===== src/eth_pcs_consts.svh =====
// Quad PCS constants
`ifndef ETH_PCS_CONSTS_SVH
`define ETH_PCS_CONSTS_SVH

// Channels in the quad
`define ETH_PCS_CH_CNT 4

// Cycles from reset release to PLL lock
`define ETH_PCS_PLL_LOCK_CYCLES 20

// Block lock search
`define ETH_PCS_LOCK_GOOD_CNT 64
`define ETH_PCS_UNLOCK_BAD_CNT 16
`define ETH_PCS_BITSLIP_HIGH_CYCLES 0
`define ETH_PCS_BITSLIP_LOW_CYCLES 7

// BER window, shortened for simulation
`define ETH_PCS_COUNT_125US 256
`define ETH_PCS_BER_BAD_CNT 16

`endif


===== src/eth_pcs_pkg.sv =====
// Quad PCS shared types

`resetall
`default_nettype none

package eth_pcs_pkg;

    // Sync header, 00 and 11 are invalid
    typedef enum logic [1:0] {
        HDR_DATA = 2'b01,
        HDR_CTRL = 2'b10
    } sync_hdr_e;

    // Header in the low bits, first on the wire
    typedef struct packed {
        logic [63:0] data;
        sync_hdr_e   hdr;
    } pcs_block_t;

    typedef enum logic [1:0] {
        ST_RESET,
        ST_WAIT_PLL,
        ST_WAIT_LOCK,
        ST_LINK_UP
    } link_state_e;

    typedef struct packed {
        logic block_lock;
        logic high_ber;
        logic status;
    } ch_status_t;

endpackage

`resetall


===== src/eth_pcs_scrambler.sv =====
// 64b/66b scrambler and descrambler

`resetall
`default_nettype none

module eth_pcs_scrambler import eth_pcs_pkg::*; #(
    parameter bit DESCRAMBLE = 1'b0
) (
    input  wire logic       xcvr_ctrl_clk,
    input  wire logic       arst_n,
    input  wire pcs_block_t in_block,
    output pcs_block_t      out_block
);

// x^58 + x^39 + 1, state bit 0 holds the newest bit
logic [57:0] scr_state;
logic [57:0] scr_next;
logic [63:0] data_out;

always_comb begin
    logic bit_out;

    scr_next = scr_state;
    data_out = '0;
    // Data bit 0 goes out first
    for (int i = 0; i < 64; i++) begin
        bit_out = in_block.data[i] ^ scr_next[38] ^ scr_next[57];
        data_out[i] = bit_out;
        // Descrambler shifts in the line bits, so it resyncs by itself
        scr_next = {scr_next[56:0], DESCRAMBLE ? in_block.data[i] : bit_out};
    end
end

always_ff @(posedge xcvr_ctrl_clk or negedge arst_n) begin
    if (!arst_n) begin
        scr_state <= '1;
    end else begin
        scr_state <= scr_next;
    end
end

// Header passes unchanged
always_ff @(posedge xcvr_ctrl_clk) begin
    out_block.hdr <= in_block.hdr;
    out_block.data <= data_out;
end

endmodule

`resetall


===== src/eth_pcs_rx_aligner.sv =====
// Receive bitslip barrel aligner

`resetall
`default_nettype none

module eth_pcs_rx_aligner import eth_pcs_pkg::*; (
    input  wire logic        xcvr_ctrl_clk,
    input  wire logic        arst_n,
    input  wire logic [65:0] serdes_word,
    input  wire logic        bitslip,
    output pcs_block_t       out_block
);

localparam int W = $bits(pcs_block_t);

logic [W-1:0] prev_word;
logic [6:0] offset;
logic [2*W-1:0] word_pair;

// Older word in the low half, matching wire order
assign word_pair = {serdes_word, prev_word};

always_ff @(posedge xcvr_ctrl_clk or negedge arst_n) begin
    if (!arst_n) begin
        offset <= '0;
    end else if (bitslip) begin
        // One bit per slip, wrapping after the last position
        if (offset == 7'(W - 1)) begin
            offset <= '0;
        end else begin
            offset <= offset + 1'b1;
        end
    end
end

// History word plus output stage, two cycles at any offset
always_ff @(posedge xcvr_ctrl_clk) begin
    prev_word <= serdes_word;
    out_block <= word_pair[offset +: W];
end

a_offset_range: assert property (
    @(posedge xcvr_ctrl_clk) disable iff (!arst_n)
    offset < 7'(W)
);

endmodule

`resetall


===== src/eth_pcs_block_lock.sv =====
// Sync header block lock

`resetall
`default_nettype none

`include "eth_pcs_consts.svh"

module eth_pcs_block_lock import eth_pcs_pkg::*; (
    input  wire logic      xcvr_ctrl_clk,
    input  wire logic      arst_n,
    input  wire logic      pcs_rst,
    input  wire sync_hdr_e hdr,
    output logic           block_lock,
    output logic           bitslip,
    output logic           hdr_bad
);

localparam int GOOD_W = $clog2(`ETH_PCS_LOCK_GOOD_CNT);
localparam int BAD_W = $clog2(`ETH_PCS_UNLOCK_BAD_CNT);
localparam int SPAN_W = 6;
localparam int SLIP_WAIT = `ETH_PCS_BITSLIP_HIGH_CYCLES + `ETH_PCS_BITSLIP_LOW_CYCLES;
localparam int WAIT_W = $clog2(SLIP_WAIT + 1);

logic [GOOD_W-1:0] good_cnt;
logic [BAD_W-1:0] bad_cnt;
logic [SPAN_W-1:0] span_cnt;
logic [WAIT_W-1:0] wait_cnt;
logic hdr_valid;
logic judge;

assign hdr_valid = (hdr == HDR_DATA) || (hdr == HDR_CTRL);
// Headers right after a slip are not judged
assign judge = (wait_cnt == '0);

always_ff @(posedge xcvr_ctrl_clk or negedge arst_n) begin
    if (!arst_n) begin
        block_lock <= 1'b0;
        bitslip <= 1'b0;
        hdr_bad <= 1'b0;
        good_cnt <= '0;
        bad_cnt <= '0;
        span_cnt <= '0;
        wait_cnt <= '0;
    end else if (pcs_rst) begin
        block_lock <= 1'b0;
        bitslip <= 1'b0;
        hdr_bad <= 1'b0;
        good_cnt <= '0;
        bad_cnt <= '0;
        span_cnt <= '0;
        wait_cnt <= '0;
    end else begin
        bitslip <= 1'b0;
        hdr_bad <= judge && !hdr_valid;
        if (!judge) begin
            wait_cnt <= wait_cnt - 1'b1;
        end else if (!block_lock) begin
            span_cnt <= '0;
            bad_cnt <= '0;
            if (hdr_valid) begin
                if (good_cnt == GOOD_W'(`ETH_PCS_LOCK_GOOD_CNT - 1)) begin
                    block_lock <= 1'b1;
                    good_cnt <= '0;
                end else begin
                    good_cnt <= good_cnt + 1'b1;
                end
            end else begin
                // Try the next bit position
                good_cnt <= '0;
                bitslip <= 1'b1;
                wait_cnt <= WAIT_W'(SLIP_WAIT);
            end
        end else begin
            span_cnt <= span_cnt + 1'b1;
            if (!hdr_valid && bad_cnt == BAD_W'(`ETH_PCS_UNLOCK_BAD_CNT - 1)) begin
                block_lock <= 1'b0;
                bad_cnt <= '0;
            end else if (span_cnt == '1) begin
                bad_cnt <= '0;
            end else if (!hdr_valid) begin
                bad_cnt <= bad_cnt + 1'b1;
            end
        end
    end
end

a_no_slip_in_lock: assert property (
    @(posedge xcvr_ctrl_clk) disable iff (!arst_n)
    bitslip |-> !block_lock ##1 !block_lock
);

endmodule

`resetall


===== src/eth_pcs_ber_monitor.sv =====
// Windowed BER monitor

`resetall
`default_nettype none

`include "eth_pcs_consts.svh"

module eth_pcs_ber_monitor (
    input  wire logic xcvr_ctrl_clk,
    input  wire logic arst_n,
    input  wire logic pcs_rst,
    input  wire logic hdr_bad,
    output logic      high_ber
);

localparam int WIN_W = $clog2(`ETH_PCS_COUNT_125US);
localparam int BAD_W = $clog2(`ETH_PCS_BER_BAD_CNT + 1);

logic [WIN_W-1:0] win_cnt;
logic [BAD_W-1:0] bad_cnt;
logic [BAD_W-1:0] bad_cnt_next;
logic win_end;

assign win_end = (win_cnt == WIN_W'(`ETH_PCS_COUNT_125US - 1));

// Saturates at the threshold
always_comb begin
    bad_cnt_next = bad_cnt;
    if (hdr_bad && bad_cnt != BAD_W'(`ETH_PCS_BER_BAD_CNT)) begin
        bad_cnt_next = bad_cnt + 1'b1;
    end
end

always_ff @(posedge xcvr_ctrl_clk or negedge arst_n) begin
    if (!arst_n) begin
        win_cnt <= '0;
        bad_cnt <= '0;
        high_ber <= 1'b0;
    end else if (pcs_rst) begin
        win_cnt <= '0;
        bad_cnt <= '0;
        high_ber <= 1'b0;
    end else begin
        win_cnt <= win_end ? '0 : win_cnt + 1'b1;
        if (win_end) begin
            // Last cycle of the window counts too
            high_ber <= (bad_cnt_next == BAD_W'(`ETH_PCS_BER_BAD_CNT));
            bad_cnt <= '0;
        end else begin
            bad_cnt <= bad_cnt_next;
        end
    end
end

endmodule

`resetall


===== src/eth_pcs_ch_ctrl.sv =====
// Channel reset and link control

`resetall
`default_nettype none

module eth_pcs_ch_ctrl import eth_pcs_pkg::*; (
    input  wire logic xcvr_ctrl_clk,
    input  wire logic arst_n,
    input  wire logic qpll_lock,
    input  wire logic block_lock,
    input  wire logic high_ber,
    output logic      pcs_rst,
    output logic      status
);

link_state_e state;
link_state_e state_next;

always_comb begin
    state_next = state;
    case (state)
        ST_RESET: begin
            state_next = ST_WAIT_PLL;
        end
        ST_WAIT_PLL: begin
            if (qpll_lock) begin
                state_next = ST_WAIT_LOCK;
            end
        end
        ST_WAIT_LOCK: begin
            if (!qpll_lock) begin
                state_next = ST_WAIT_PLL;
            end else if (block_lock && !high_ber) begin
                state_next = ST_LINK_UP;
            end
        end
        ST_LINK_UP: begin
            if (!qpll_lock) begin
                state_next = ST_WAIT_PLL;
            end else if (!block_lock || high_ber) begin
                state_next = ST_WAIT_LOCK;
            end
        end
        default: begin
            state_next = ST_RESET;
        end
    endcase
end

always_ff @(posedge xcvr_ctrl_clk or negedge arst_n) begin
    if (!arst_n) begin
        state <= ST_RESET;
    end else begin
        state <= state_next;
    end
end

// Receive path held until the PLL is up
assign pcs_rst = (state == ST_RESET) || (state == ST_WAIT_PLL);

// Drops in the cycle lock is lost or BER goes high
assign status = (state == ST_LINK_UP) && block_lock && !high_ber;

a_status_needs_pll: assert property (
    @(posedge xcvr_ctrl_clk) disable iff (!arst_n)
    status |-> qpll_lock
);

endmodule

`resetall


===== src/eth_pcs_ch.sv =====
// 64b/66b PCS channel

`resetall
`default_nettype none

`include "eth_pcs_consts.svh"

module eth_pcs_ch import eth_pcs_pkg::*; #(
    parameter bit HAS_COMMON = 1'b0
) (
    input  wire logic        xcvr_ctrl_clk,
    input  wire logic        arst_n,

    // Common PLL
    input  wire logic        qpll_lock_in,
    output logic             qpll_lock_out,

    // Transmit
    input  wire pcs_block_t  tx_block,
    output logic [65:0]      tx_serdes,

    // Receive
    input  wire logic [65:0] rx_serdes,
    output pcs_block_t       rx_block,
    output ch_status_t       ch_status
);

pcs_block_t rx_aligned;
logic bitslip;
logic hdr_bad;
logic block_lock;
logic high_ber;
logic pcs_rst;
logic status;

if (HAS_COMMON) begin : g_common
    localparam int PLL_W = $clog2(`ETH_PCS_PLL_LOCK_CYCLES + 1);

    logic [PLL_W-1:0] pll_cnt;
    logic pll_lock;

    // PLL lock model, fixed delay after reset
    always_ff @(posedge xcvr_ctrl_clk or negedge arst_n) begin
        if (!arst_n) begin
            pll_cnt <= '0;
            pll_lock <= 1'b0;
        end else if (!pll_lock) begin
            pll_cnt <= pll_cnt + 1'b1;
            if (pll_cnt == PLL_W'(`ETH_PCS_PLL_LOCK_CYCLES - 1)) begin
                pll_lock <= 1'b1;
            end
        end
    end

    assign qpll_lock_out = pll_lock;
end else begin : g_no_common
    assign qpll_lock_out = 1'b0;
end

eth_pcs_scrambler #(
    .DESCRAMBLE(1'b0)
) tx_scrambler_i (
    .xcvr_ctrl_clk(xcvr_ctrl_clk),
    .arst_n(arst_n),
    .in_block(tx_block),
    .out_block(tx_serdes)
);

eth_pcs_rx_aligner rx_aligner_i (
    .xcvr_ctrl_clk(xcvr_ctrl_clk),
    .arst_n(arst_n),
    .serdes_word(rx_serdes),
    .bitslip(bitslip),
    .out_block(rx_aligned)
);

eth_pcs_block_lock block_lock_i (
    .xcvr_ctrl_clk(xcvr_ctrl_clk),
    .arst_n(arst_n),
    .pcs_rst(pcs_rst),
    .hdr(rx_aligned.hdr),
    .block_lock(block_lock),
    .bitslip(bitslip),
    .hdr_bad(hdr_bad)
);

eth_pcs_ber_monitor ber_monitor_i (
    .xcvr_ctrl_clk(xcvr_ctrl_clk),
    .arst_n(arst_n),
    .pcs_rst(pcs_rst),
    .hdr_bad(hdr_bad),
    .high_ber(high_ber)
);

eth_pcs_scrambler #(
    .DESCRAMBLE(1'b1)
) rx_descrambler_i (
    .xcvr_ctrl_clk(xcvr_ctrl_clk),
    .arst_n(arst_n),
    .in_block(rx_aligned),
    .out_block(rx_block)
);

eth_pcs_ch_ctrl ch_ctrl_i (
    .xcvr_ctrl_clk(xcvr_ctrl_clk),
    .arst_n(arst_n),
    .qpll_lock(qpll_lock_in),
    .block_lock(block_lock),
    .high_ber(high_ber),
    .pcs_rst(pcs_rst),
    .status(status)
);

assign ch_status.block_lock = block_lock;
assign ch_status.high_ber = high_ber;
assign ch_status.status = status;

endmodule

`resetall


===== src/eth_pcs_quad.sv =====
// Quad 64b/66b PCS

`resetall
`default_nettype none

`include "eth_pcs_consts.svh"

module eth_pcs_quad import eth_pcs_pkg::*; (
    input  wire logic                               xcvr_ctrl_clk,
    input  wire logic                               arst_n,

    // Transmit blocks, one per clock
    input  wire pcs_block_t [`ETH_PCS_CH_CNT-1:0]   tx_block,

    // Serdes words
    output logic [`ETH_PCS_CH_CNT-1:0][65:0]        tx_serdes,
    input  wire logic [`ETH_PCS_CH_CNT-1:0][65:0]   rx_serdes,

    // Receive blocks and status
    output pcs_block_t [`ETH_PCS_CH_CNT-1:0]        rx_block,
    output ch_status_t [`ETH_PCS_CH_CNT-1:0]        rx_ch_status,

    // Common
    output logic                                    qpll_lock
);

for (genvar n = 0; n < `ETH_PCS_CH_CNT; n++) begin : g_ch
    localparam bit HAS_COMMON = (n == 0);

    logic ch_qpll_lock;

    // Channel 0 hosts the PLL and feeds all lanes
    if (HAS_COMMON) begin : g_common
        assign qpll_lock = ch_qpll_lock;
    end

    eth_pcs_ch #(
        .HAS_COMMON(HAS_COMMON)
    ) ch_i (
        .xcvr_ctrl_clk(xcvr_ctrl_clk),
        .arst_n(arst_n),
        .qpll_lock_in(qpll_lock),
        .qpll_lock_out(ch_qpll_lock),
        .tx_block(tx_block[n]),
        .tx_serdes(tx_serdes[n]),
        .rx_serdes(rx_serdes[n]),
        .rx_block(rx_block[n]),
        .ch_status(rx_ch_status[n])
    );
end

endmodule

`resetall


===== config.mk =====
export PLATFORM = sky130hd
export DESIGN_NAME = eth_pcs_quad
export DESIGN_NICKNAME = d
export VERILOG_FILES = /design/src/eth_pcs_pkg.sv /design/src/eth_pcs_scrambler.sv /design/src/eth_pcs_rx_aligner.sv /design/src/eth_pcs_block_lock.sv /design/src/eth_pcs_ber_monitor.sv /design/src/eth_pcs_ch_ctrl.sv /design/src/eth_pcs_ch.sv /design/src/eth_pcs_quad.sv
export VERILOG_INCLUDE_DIRS = /design/src
export SDC_FILE = /design/constraint.sdc
export NUM_CORES = 2
export LEC_CHECK = 0
export BUFFER_PORTS_ARGS = -buffer_cell sky130_fd_sc_hd__buf_2
export CAP_MARGIN = 25
export CORE_AREA = 4 4 426 428
export DETAILED_ROUTE_END_ITERATION = 8
export DIE_AREA = 0 0 430 432
export PLACE_DENSITY = 0.72
export REMOVE_ABC_BUFFERS = 1
export SLEW_MARGIN = 25
export SYNTH_ARGS = -nofsm -noshare
export SYNTH_HDL_FRONTEND = slang
export SYNTH_SLANG_ARGS = --single-unit

===== constraint.sdc =====
create_clock -name xcvr_ctrl_clk -period 2.95 [get_ports xcvr_ctrl_clk]
set_input_delay 0.59 -clock xcvr_ctrl_clk [delete_from_list [all_inputs] [get_ports xcvr_ctrl_clk]]
set_output_delay 0.59 -clock xcvr_ctrl_clk [all_outputs]
set_load 0.05 [all_outputs]

---- Word level (Yosys, flattened, before mapping) ----
Cells that the tools add are included.
storage, ports and cells
  output and inout port bits .............. 541
  register bits ........................... 1,706
  logic and storage cells ................. 1,471
  input bits .............................. 530
cells by class
  bitwise logic cells ..................... 1,024
  shift-type cells ........................ 4
  eq/ne operators ......................... 77
  reduce and logical (&&, ||, !) cells .... 80
  mux-type cells .......................... 171
  add/subtract/negate cells ............... 29
operators by type and width
  kind                   count
  $xor A1 B1 Y1          1,024
  $shiftx A132 B8 Y66    4
  $mux W6                32
  $mux W4                24
  $mux W8                8
  $mux W5                12
  $mux W1                54
  $add A6 B1 Y6 const B  8
  $eq A6 B6 Y1 const B   8
  $mux W3                16
  $ne A3 B3 Y1 const B   16
  $mux W2                17
  $add A8 B1 Y8 const B  4
  $eq A8 B8 Y1 const B   4
  $pmux W2 S4            4
  $add A7 B1 Y7 const B  4
  $eq A7 B7 Y1 const B   4
  $mux W7                4
  $add A5 B1 Y5 const B  5
  $eq A5 B5 Y1 const B   5
  $eq A2 B2 Y1 const B   12
  $logic_and A1 B1 Y1    24
  $reduce_and A2 Y1      12
  $ne A5 B3 Y1 const B   4
  other kinds (13)       76

---- Longest topological paths before layout ----
  word-level depth ........................ 8
  gate-level depth with buffers ........... 11

---- Hierarchy ----
Synthesis repeated with hierarchy kept, for this count alone.
second synthesis, totals
  cell total of the unflattened synthesis .. 7,560
  area total of the unflattened synthesis .. 91,926.9 um^2
modules (own cells, without submodules)
  module                                                  cells an instance  times used  area an instance (um^2)
  eth_pcs_rx_aligner at g_ch[0].ch_i.rx_aligner_i ...     1,276              2           12,308.1
  eth_pcs_scrambler at g_ch[0].ch_i.rx_descrambler_i ...  188                4           4,370.4
  eth_pcs_scrambler at g_ch[0].ch_i.tx_scrambler_i ...    246                4           4,310.4
  eth_pcs_rx_aligner at g_ch[2].ch_i.rx_aligner_i         1,245              1           12,215.5
  eth_pcs_rx_aligner at g_ch[3].ch_i.rx_aligner_i         1,215              1           12,002.8
  eth_pcs_block_lock at g_ch[0].ch_i.block_lock_i ...     121                3           1,224.9
  eth_pcs_ber_monitor                                     67                 4           704.4
  eth_pcs_block_lock at g_ch[2].ch_i.block_lock_i         118                1           1,148.6
  eth_pcs_ch_ctrl                                         7                  4           88.8
  eth_pcs_ch at g_ch[0].ch_i                              20                 1           271.5
  eth_pcs_ch at g_ch[1].ch_i ...                          5                  3           33.8

---- Worst setup path before layout ----
Ideal clock, no wire load.
  kind .................................... reg2reg
  start ................................... register g_ch[1].ch_i.rx_aligner_i.offset[0]
  end ..................................... register g_ch[1].ch_i.rx_aligner_i.out_block[25] (netlist bit)
  data required time ...................... 2.832 ns
  path slack .............................. 0.358 ns
  path buffers ............................ 4
  setup time .............................. 0.118 ns
  arrival time ............................ 2.473 ns
  stages on the path, launching flop included .. 10
  cell sequence ........................... dfrtp_1 -> buf_2 -> buf_6 -> buf_6 -> buf_2 -> mux4_2 -> mux2_2 -> mux4_2 -> a22oi_1 -> nand2_1
between the ends
  longest elaborated chain between the ends .. 1
RTL lines
  item                    RTL line                  source
  from (decl)             eth_pcs_rx_aligner.sv:17  logic [6:0] offset;
  from (signal assigned)  eth_pcs_rx_aligner.sv:31  offset <= offset + 1'b1;
  $shiftx A132 B8 Y66     eth_pcs_rx_aligner.sv:39  out_block <= word_pair[offset +: W];
  to (signal assigned)    eth_pcs_rx_aligner.sv:39
  to (decl)               eth_pcs_rx_aligner.sv:11  output pcs_block_t out_block
Every way passes these cells.
A chain may end at the register's enable or synchronous reset.

---- Worst setup path in the final report ----
  start ................................... register g_ch[0].ch_i.rx_aligner_i.offset[1]
  end ..................................... register g_ch[0].ch_i.rx_aligner_i.out_block[19] (netlist bit)
between the ends
  longest elaborated chain between the ends .. 1
RTL lines
  item                    RTL line
  from (decl)             eth_pcs_rx_aligner.sv:17
  from (signal assigned)  eth_pcs_rx_aligner.sv:31
  $shiftx A132 B8 Y66     eth_pcs_rx_aligner.sv:39
  to (signal assigned)    eth_pcs_rx_aligner.sv:39
  to (decl)               eth_pcs_rx_aligner.sv:11
Every way passes these cells.

==> results by group <==
Run status
  • Outcome: finished clean

Routing
  • Initial drt markers: 10531
  • WL per Instance: 33.48 µm
  • Via/cell ratio: 6.380
  • Routed WL: 397900 µm
  • Vias: 75821
  • Total iterations of the first detailed-routing run: 6
  • Final ANT Viol Nets: 0
  • DRC errors left: 0

Critical path
  • Worst path depth: 7
  • CP max-delay cell: mux4_2
  • Crit Path Max Fanout: 20
  • CP top delay family: compound AO/OA/AOI/OAI gates
  • Kind of critical path: flip-flop to flip-flop
  • Worst Path Required: 3630 ps
  • Crit-path cells: buf_12 > buf_4 > mux4_2 > mux2_2 > a21oi_1 > o21ai_0 > a221o_1
  • Worst EP arrival: 3620 ps
  • WP buf/inv: 2
  • CP peak stage delay: 580 ps
  • Crit path launch type: flip-flop
  • CP Capture Type: flip-flop
  • R2R cell count: 7

Place
  • Routability Congestion: 1.080
  • Inst Count DP: 11201
  • HPWL Detailed: 315300 µm
  • Port Buffers: 1070
  • Post-Place Worst Slack: -47.75 ps

GRT
  • Initial antenna violation count: 59
  • Gr usage total: 0.4147
  • Pin count of the biggest net entering global routing: 94
  • First-pass GRT wire length: 556100 µm
  • Total grt overflow: 0
  • Vias in the first global route: 74195

Layout
  • # nets final: 9897
  • Layout Cells excl Fill: 11884
  • Final Util: 0.6185
  • FF/Latch Area: 0.03804 mm²
  • Share of layout cells above drive strength 1: 0.3783
  • Area grow syn2layout: 24.48%
  • # fillers: 13949
  • Multi-input logic area: 0.04793 mm²

Min path
  • Hold path cells: 3
  • Hold Crit Class: input port to flip-flop

Yosys
  • Ys async rst share: 0.3810
  • Yosys cell types: 87
  • Mean Syn Cell Area: 11.59 µm²
  • Post-Synthesis Cell Area: 0.08837 mm²
  • Top_reg_cell synth: dfxtp_1
  • Gate Count Post-Synth: 7626
  • Yosys reg bits: 1706
  • Seq/Total Area, Yosys: 0.4299
  • EDFF count, synth: 0
  • Yosys warning count: 0

Timing
  • Post-route clock period utilization: 0.9969
  • FMAX: 340.0 MHz
  • Slew Viols, Final: 0
  • Final Hold Viols: 0
  • Final WS setup: 9.009 ps
  • Final Skew: 47.48 ps
  • Hold WS: 53.30 ps
  • Final count of negative-setup-slack endpoints: 0
  • Slew @ Worst Pin: 1066 ps
  • Fin crit period: 2941 ps
  • Max-Slew Margin vs Limit: 0.2867
  • RSZ-0062 raised after global routing: true

Clock network
  • Htree depth: 4
  • Clock Latency Late Sink: 860 ps
  • Clock Pin Slew Worst Setup and Hold Paths: 60 ps
  • CTS tree: done
  • CTS buffer count: 177
  • CTS Sinks: 1706
  • Root buffer cell: clkbuf_16
  • Clock buffer depth: 3

Pwr
  • Power, Total: 162600 µW
  • Pwr Density: 1478 mW/mm²
  • P_leak: 0.04528 µW
  • Peak supply drop: 0.001294 V

Floorplanning
  • Core area: 0.1778 mm²
  • I/O pins: 1071
  • Die area: 0.1858 mm²
  • Die width: 430 µm
  • Starting density of the core: 0.4969
  • Site row count: 155
  • Die span in y: 432 µm

Run
  • Maxcap violations: 0
[tightest hold or removal path, stage by stage]
cell,delay (ps)
buf_2,80
xnor2_1,90
inv_1,90
[power breakdown]
group	switching, µW	total (µW)	internal (µW)
clock network	10300	24200	13900
logic	58200	93000	34800
registers	8810	45400	36600
[timing repair]
item                                    CTS  global route
gates resized for setup                   1            34
hold endpoints to repair                318             0
pin swaps                                 0             1
hold buffers                            299             0
buffers inserted                          0             1
cloned                                    0             1
endpoints found under the setup margin    1            29
[area by class of cell]
| type | instances | share of cell area |
|---|---|---|
| clock buffers | 240 | 0.04667 |
| well taps | 2355 | 0.02679 |
| clock inverters | 96 | 0.01167 |
| repair buffers | 2017 | 0.1296 |
| diodes | 46 | 0.001046 |
| inverters | 77 | 0.002753 |
| multi-input cells | 5347 | 0.4357 |
| flip-flops and latches | 1706 | 0.3458 |
[per-stage QoR]
stage          instance area (µm²)  TNS [ps]
2_1_floorplan                86080  -1156380
3_3_place_gp                100300    -105.6
3_5_place_dp                100300    -47.75
4_1_cts                     109700         0
5_1_grt                     110000    -83.61
6_report                    110000         0
[logic make-up (layout without fill, tap and decap cells)]
family / count (synthesis) / in the layout / synth area share
multiplexers: 1528 / 1528 / 0.2593
AO/OA/AOI/OAI: 1293 / 1293 / 0.09824
flip-flops: 1706 / 1706 / 0.4299
AND/OR/NAND/NOR: 1381 / 1381 / 0.06819
buffers and inverters: 573 / 2430 / 0.02917
adder cells (fa/ha/maj): 41 / 41 / 0.005805
XOR/XNOR: 1104 / 1104 / 0.1094
other: 0 / 46 / 0
[per-layer routing]
| layer | global-route usage | up-vias | wire length, µm |
|---|---|---|---|
| met4 | 0.2797 | 14 | 34000 |
| met2 | 0.6544 | 5394 | 180600 |
| li1 | - | 31509 | - |
| met5 | 0 | - | 90 |
| met3 | 0.08914 | 1327 | 37430 |
| met1 | 0.5134 | 37577 | 145800 |
[cells in the mapped netlist (all sizes together) (29+ instances only)]
| cell type | count | area [µm²] |
|---|---|---|
| nand2b | 38 | 237.7 |
| nand4 | 32 | 200.2 |
| buf | 225 | 1271 |
| o22a | 34 | 297.8 |
| a22oi | 86 | 645.6 |
| ha | 41 | 513.0 |
| o221ai | 49 | 429.2 |
| clkbuf | 271 | 1017 |
| a21oi | 190 | 950.9 |
| o22ai | 294 | 1839 |
| and2 | 36 | 225.2 |
| nor3 | 72 | 360.4 |
| nand2 | 461 | 1730 |
| a211oi | 55 | 412.9 |
| inv | 73 | 274.0 |
| dfstp | 464 | 12190 |
| mux2 | 459 | 5169 |
| mux2i | 506 | 5065 |
| o21ai | 234 | 1171 |
| xor2 | 88 | 770.7 |
| nor2b | 33 | 206.5 |
| dfrtp | 186 | 4654 |
| xnor2 | 1016 | 8899 |
| nand3 | 89 | 445.4 |
| o211ai | 69 | 518.0 |
| dfxtp | 1056 | 21140 |
| a211o | 29 | 254.0 |
| mux4 | 563 | 12680 |
| nor2 | 520 | 1952 |
[worst paths after layout]
| check | startpoint | slack [ps] | end |
|---|---|---|---|
| worst max-delay path | g_ch[0].ch_i.rx_aligner_i.offset[1]$_DFFE_PN0P_ | 9 | g_ch[0].ch_i.rx_aligner_i.out_block[19]$_DFF_P_ |
| max in group asynchronous | arst_n | 1590 | g_ch[0].ch_i.tx_scrambler_i.scr_state[19]$_DFF_PN1_ |
| worst min-delay path | tx_block[204] | 50 | g_ch[3].ch_i.tx_scrambler_i.out_block[6]$_DFF_P_ |
| worst max register to register | g_ch[0].ch_i.rx_aligner_i.offset[1]$_DFFE_PN0P_ | 9 | g_ch[0].ch_i.rx_aligner_i.out_block[19]$_DFF_P_ |
| min in group asynchronous | arst_n | 360 | g_ch[1].ch_i.block_lock_i.span_cnt[3]$_DFFE_PN0P_ |
| worst min register to register | g_ch[2].ch_i.rx_aligner_i.out_block[52]$_DFF_P_ | 310 | g_ch[2].ch_i.rx_descrambler_i.scr_state[13]$_DFF_PN1_ |
[cell usage in the layout, fill, tap and decap left out, drive strengths merged, types with 86 or more instances in the layout]
cell	instances
clkbuf	242
dfrtp	186
dlygate4sd3	299
o21ai	234
inv	96
dfstp	464
mux4	563
mux2i	506
mux2	459
nand3	89
a22oi	86
xor2	88
dfxtp	1056
a21oi	190
nand2	461
xnor2	1016
nor2	520
o22ai	294
buf	1716
[registers in the layout, indices dropped and copies added (netlist names), 8 cells and up]
signal / count
g_ch.ch_i.ber_monitor_i.bad_cnt: 20
g_ch.ch_i.ber_monitor_i.win_cnt: 32
g_ch.ch_i.block_lock_i.bad_cnt: 16
g_ch.ch_i.block_lock_i.good_cnt: 24
g_ch.ch_i.block_lock_i.span_cnt: 24
g_ch.ch_i.block_lock_i.wait_cnt: 12
g_ch.ch_i.ch_ctrl_i.state: 8
g_ch.ch_i.rx_aligner_i.offset: 28
g_ch.ch_i.rx_aligner_i.out_block: 264
g_ch.ch_i.rx_aligner_i.prev_word: 264
g_ch.ch_i.rx_descrambler_i.out_block: 264
g_ch.ch_i.rx_descrambler_i.scr_state: 232
g_ch.ch_i.tx_scrambler_i.out_block: 264
g_ch.ch_i.tx_scrambler_i.scr_state: 232
Note: power is estimated with default switching activity, not from simulation.
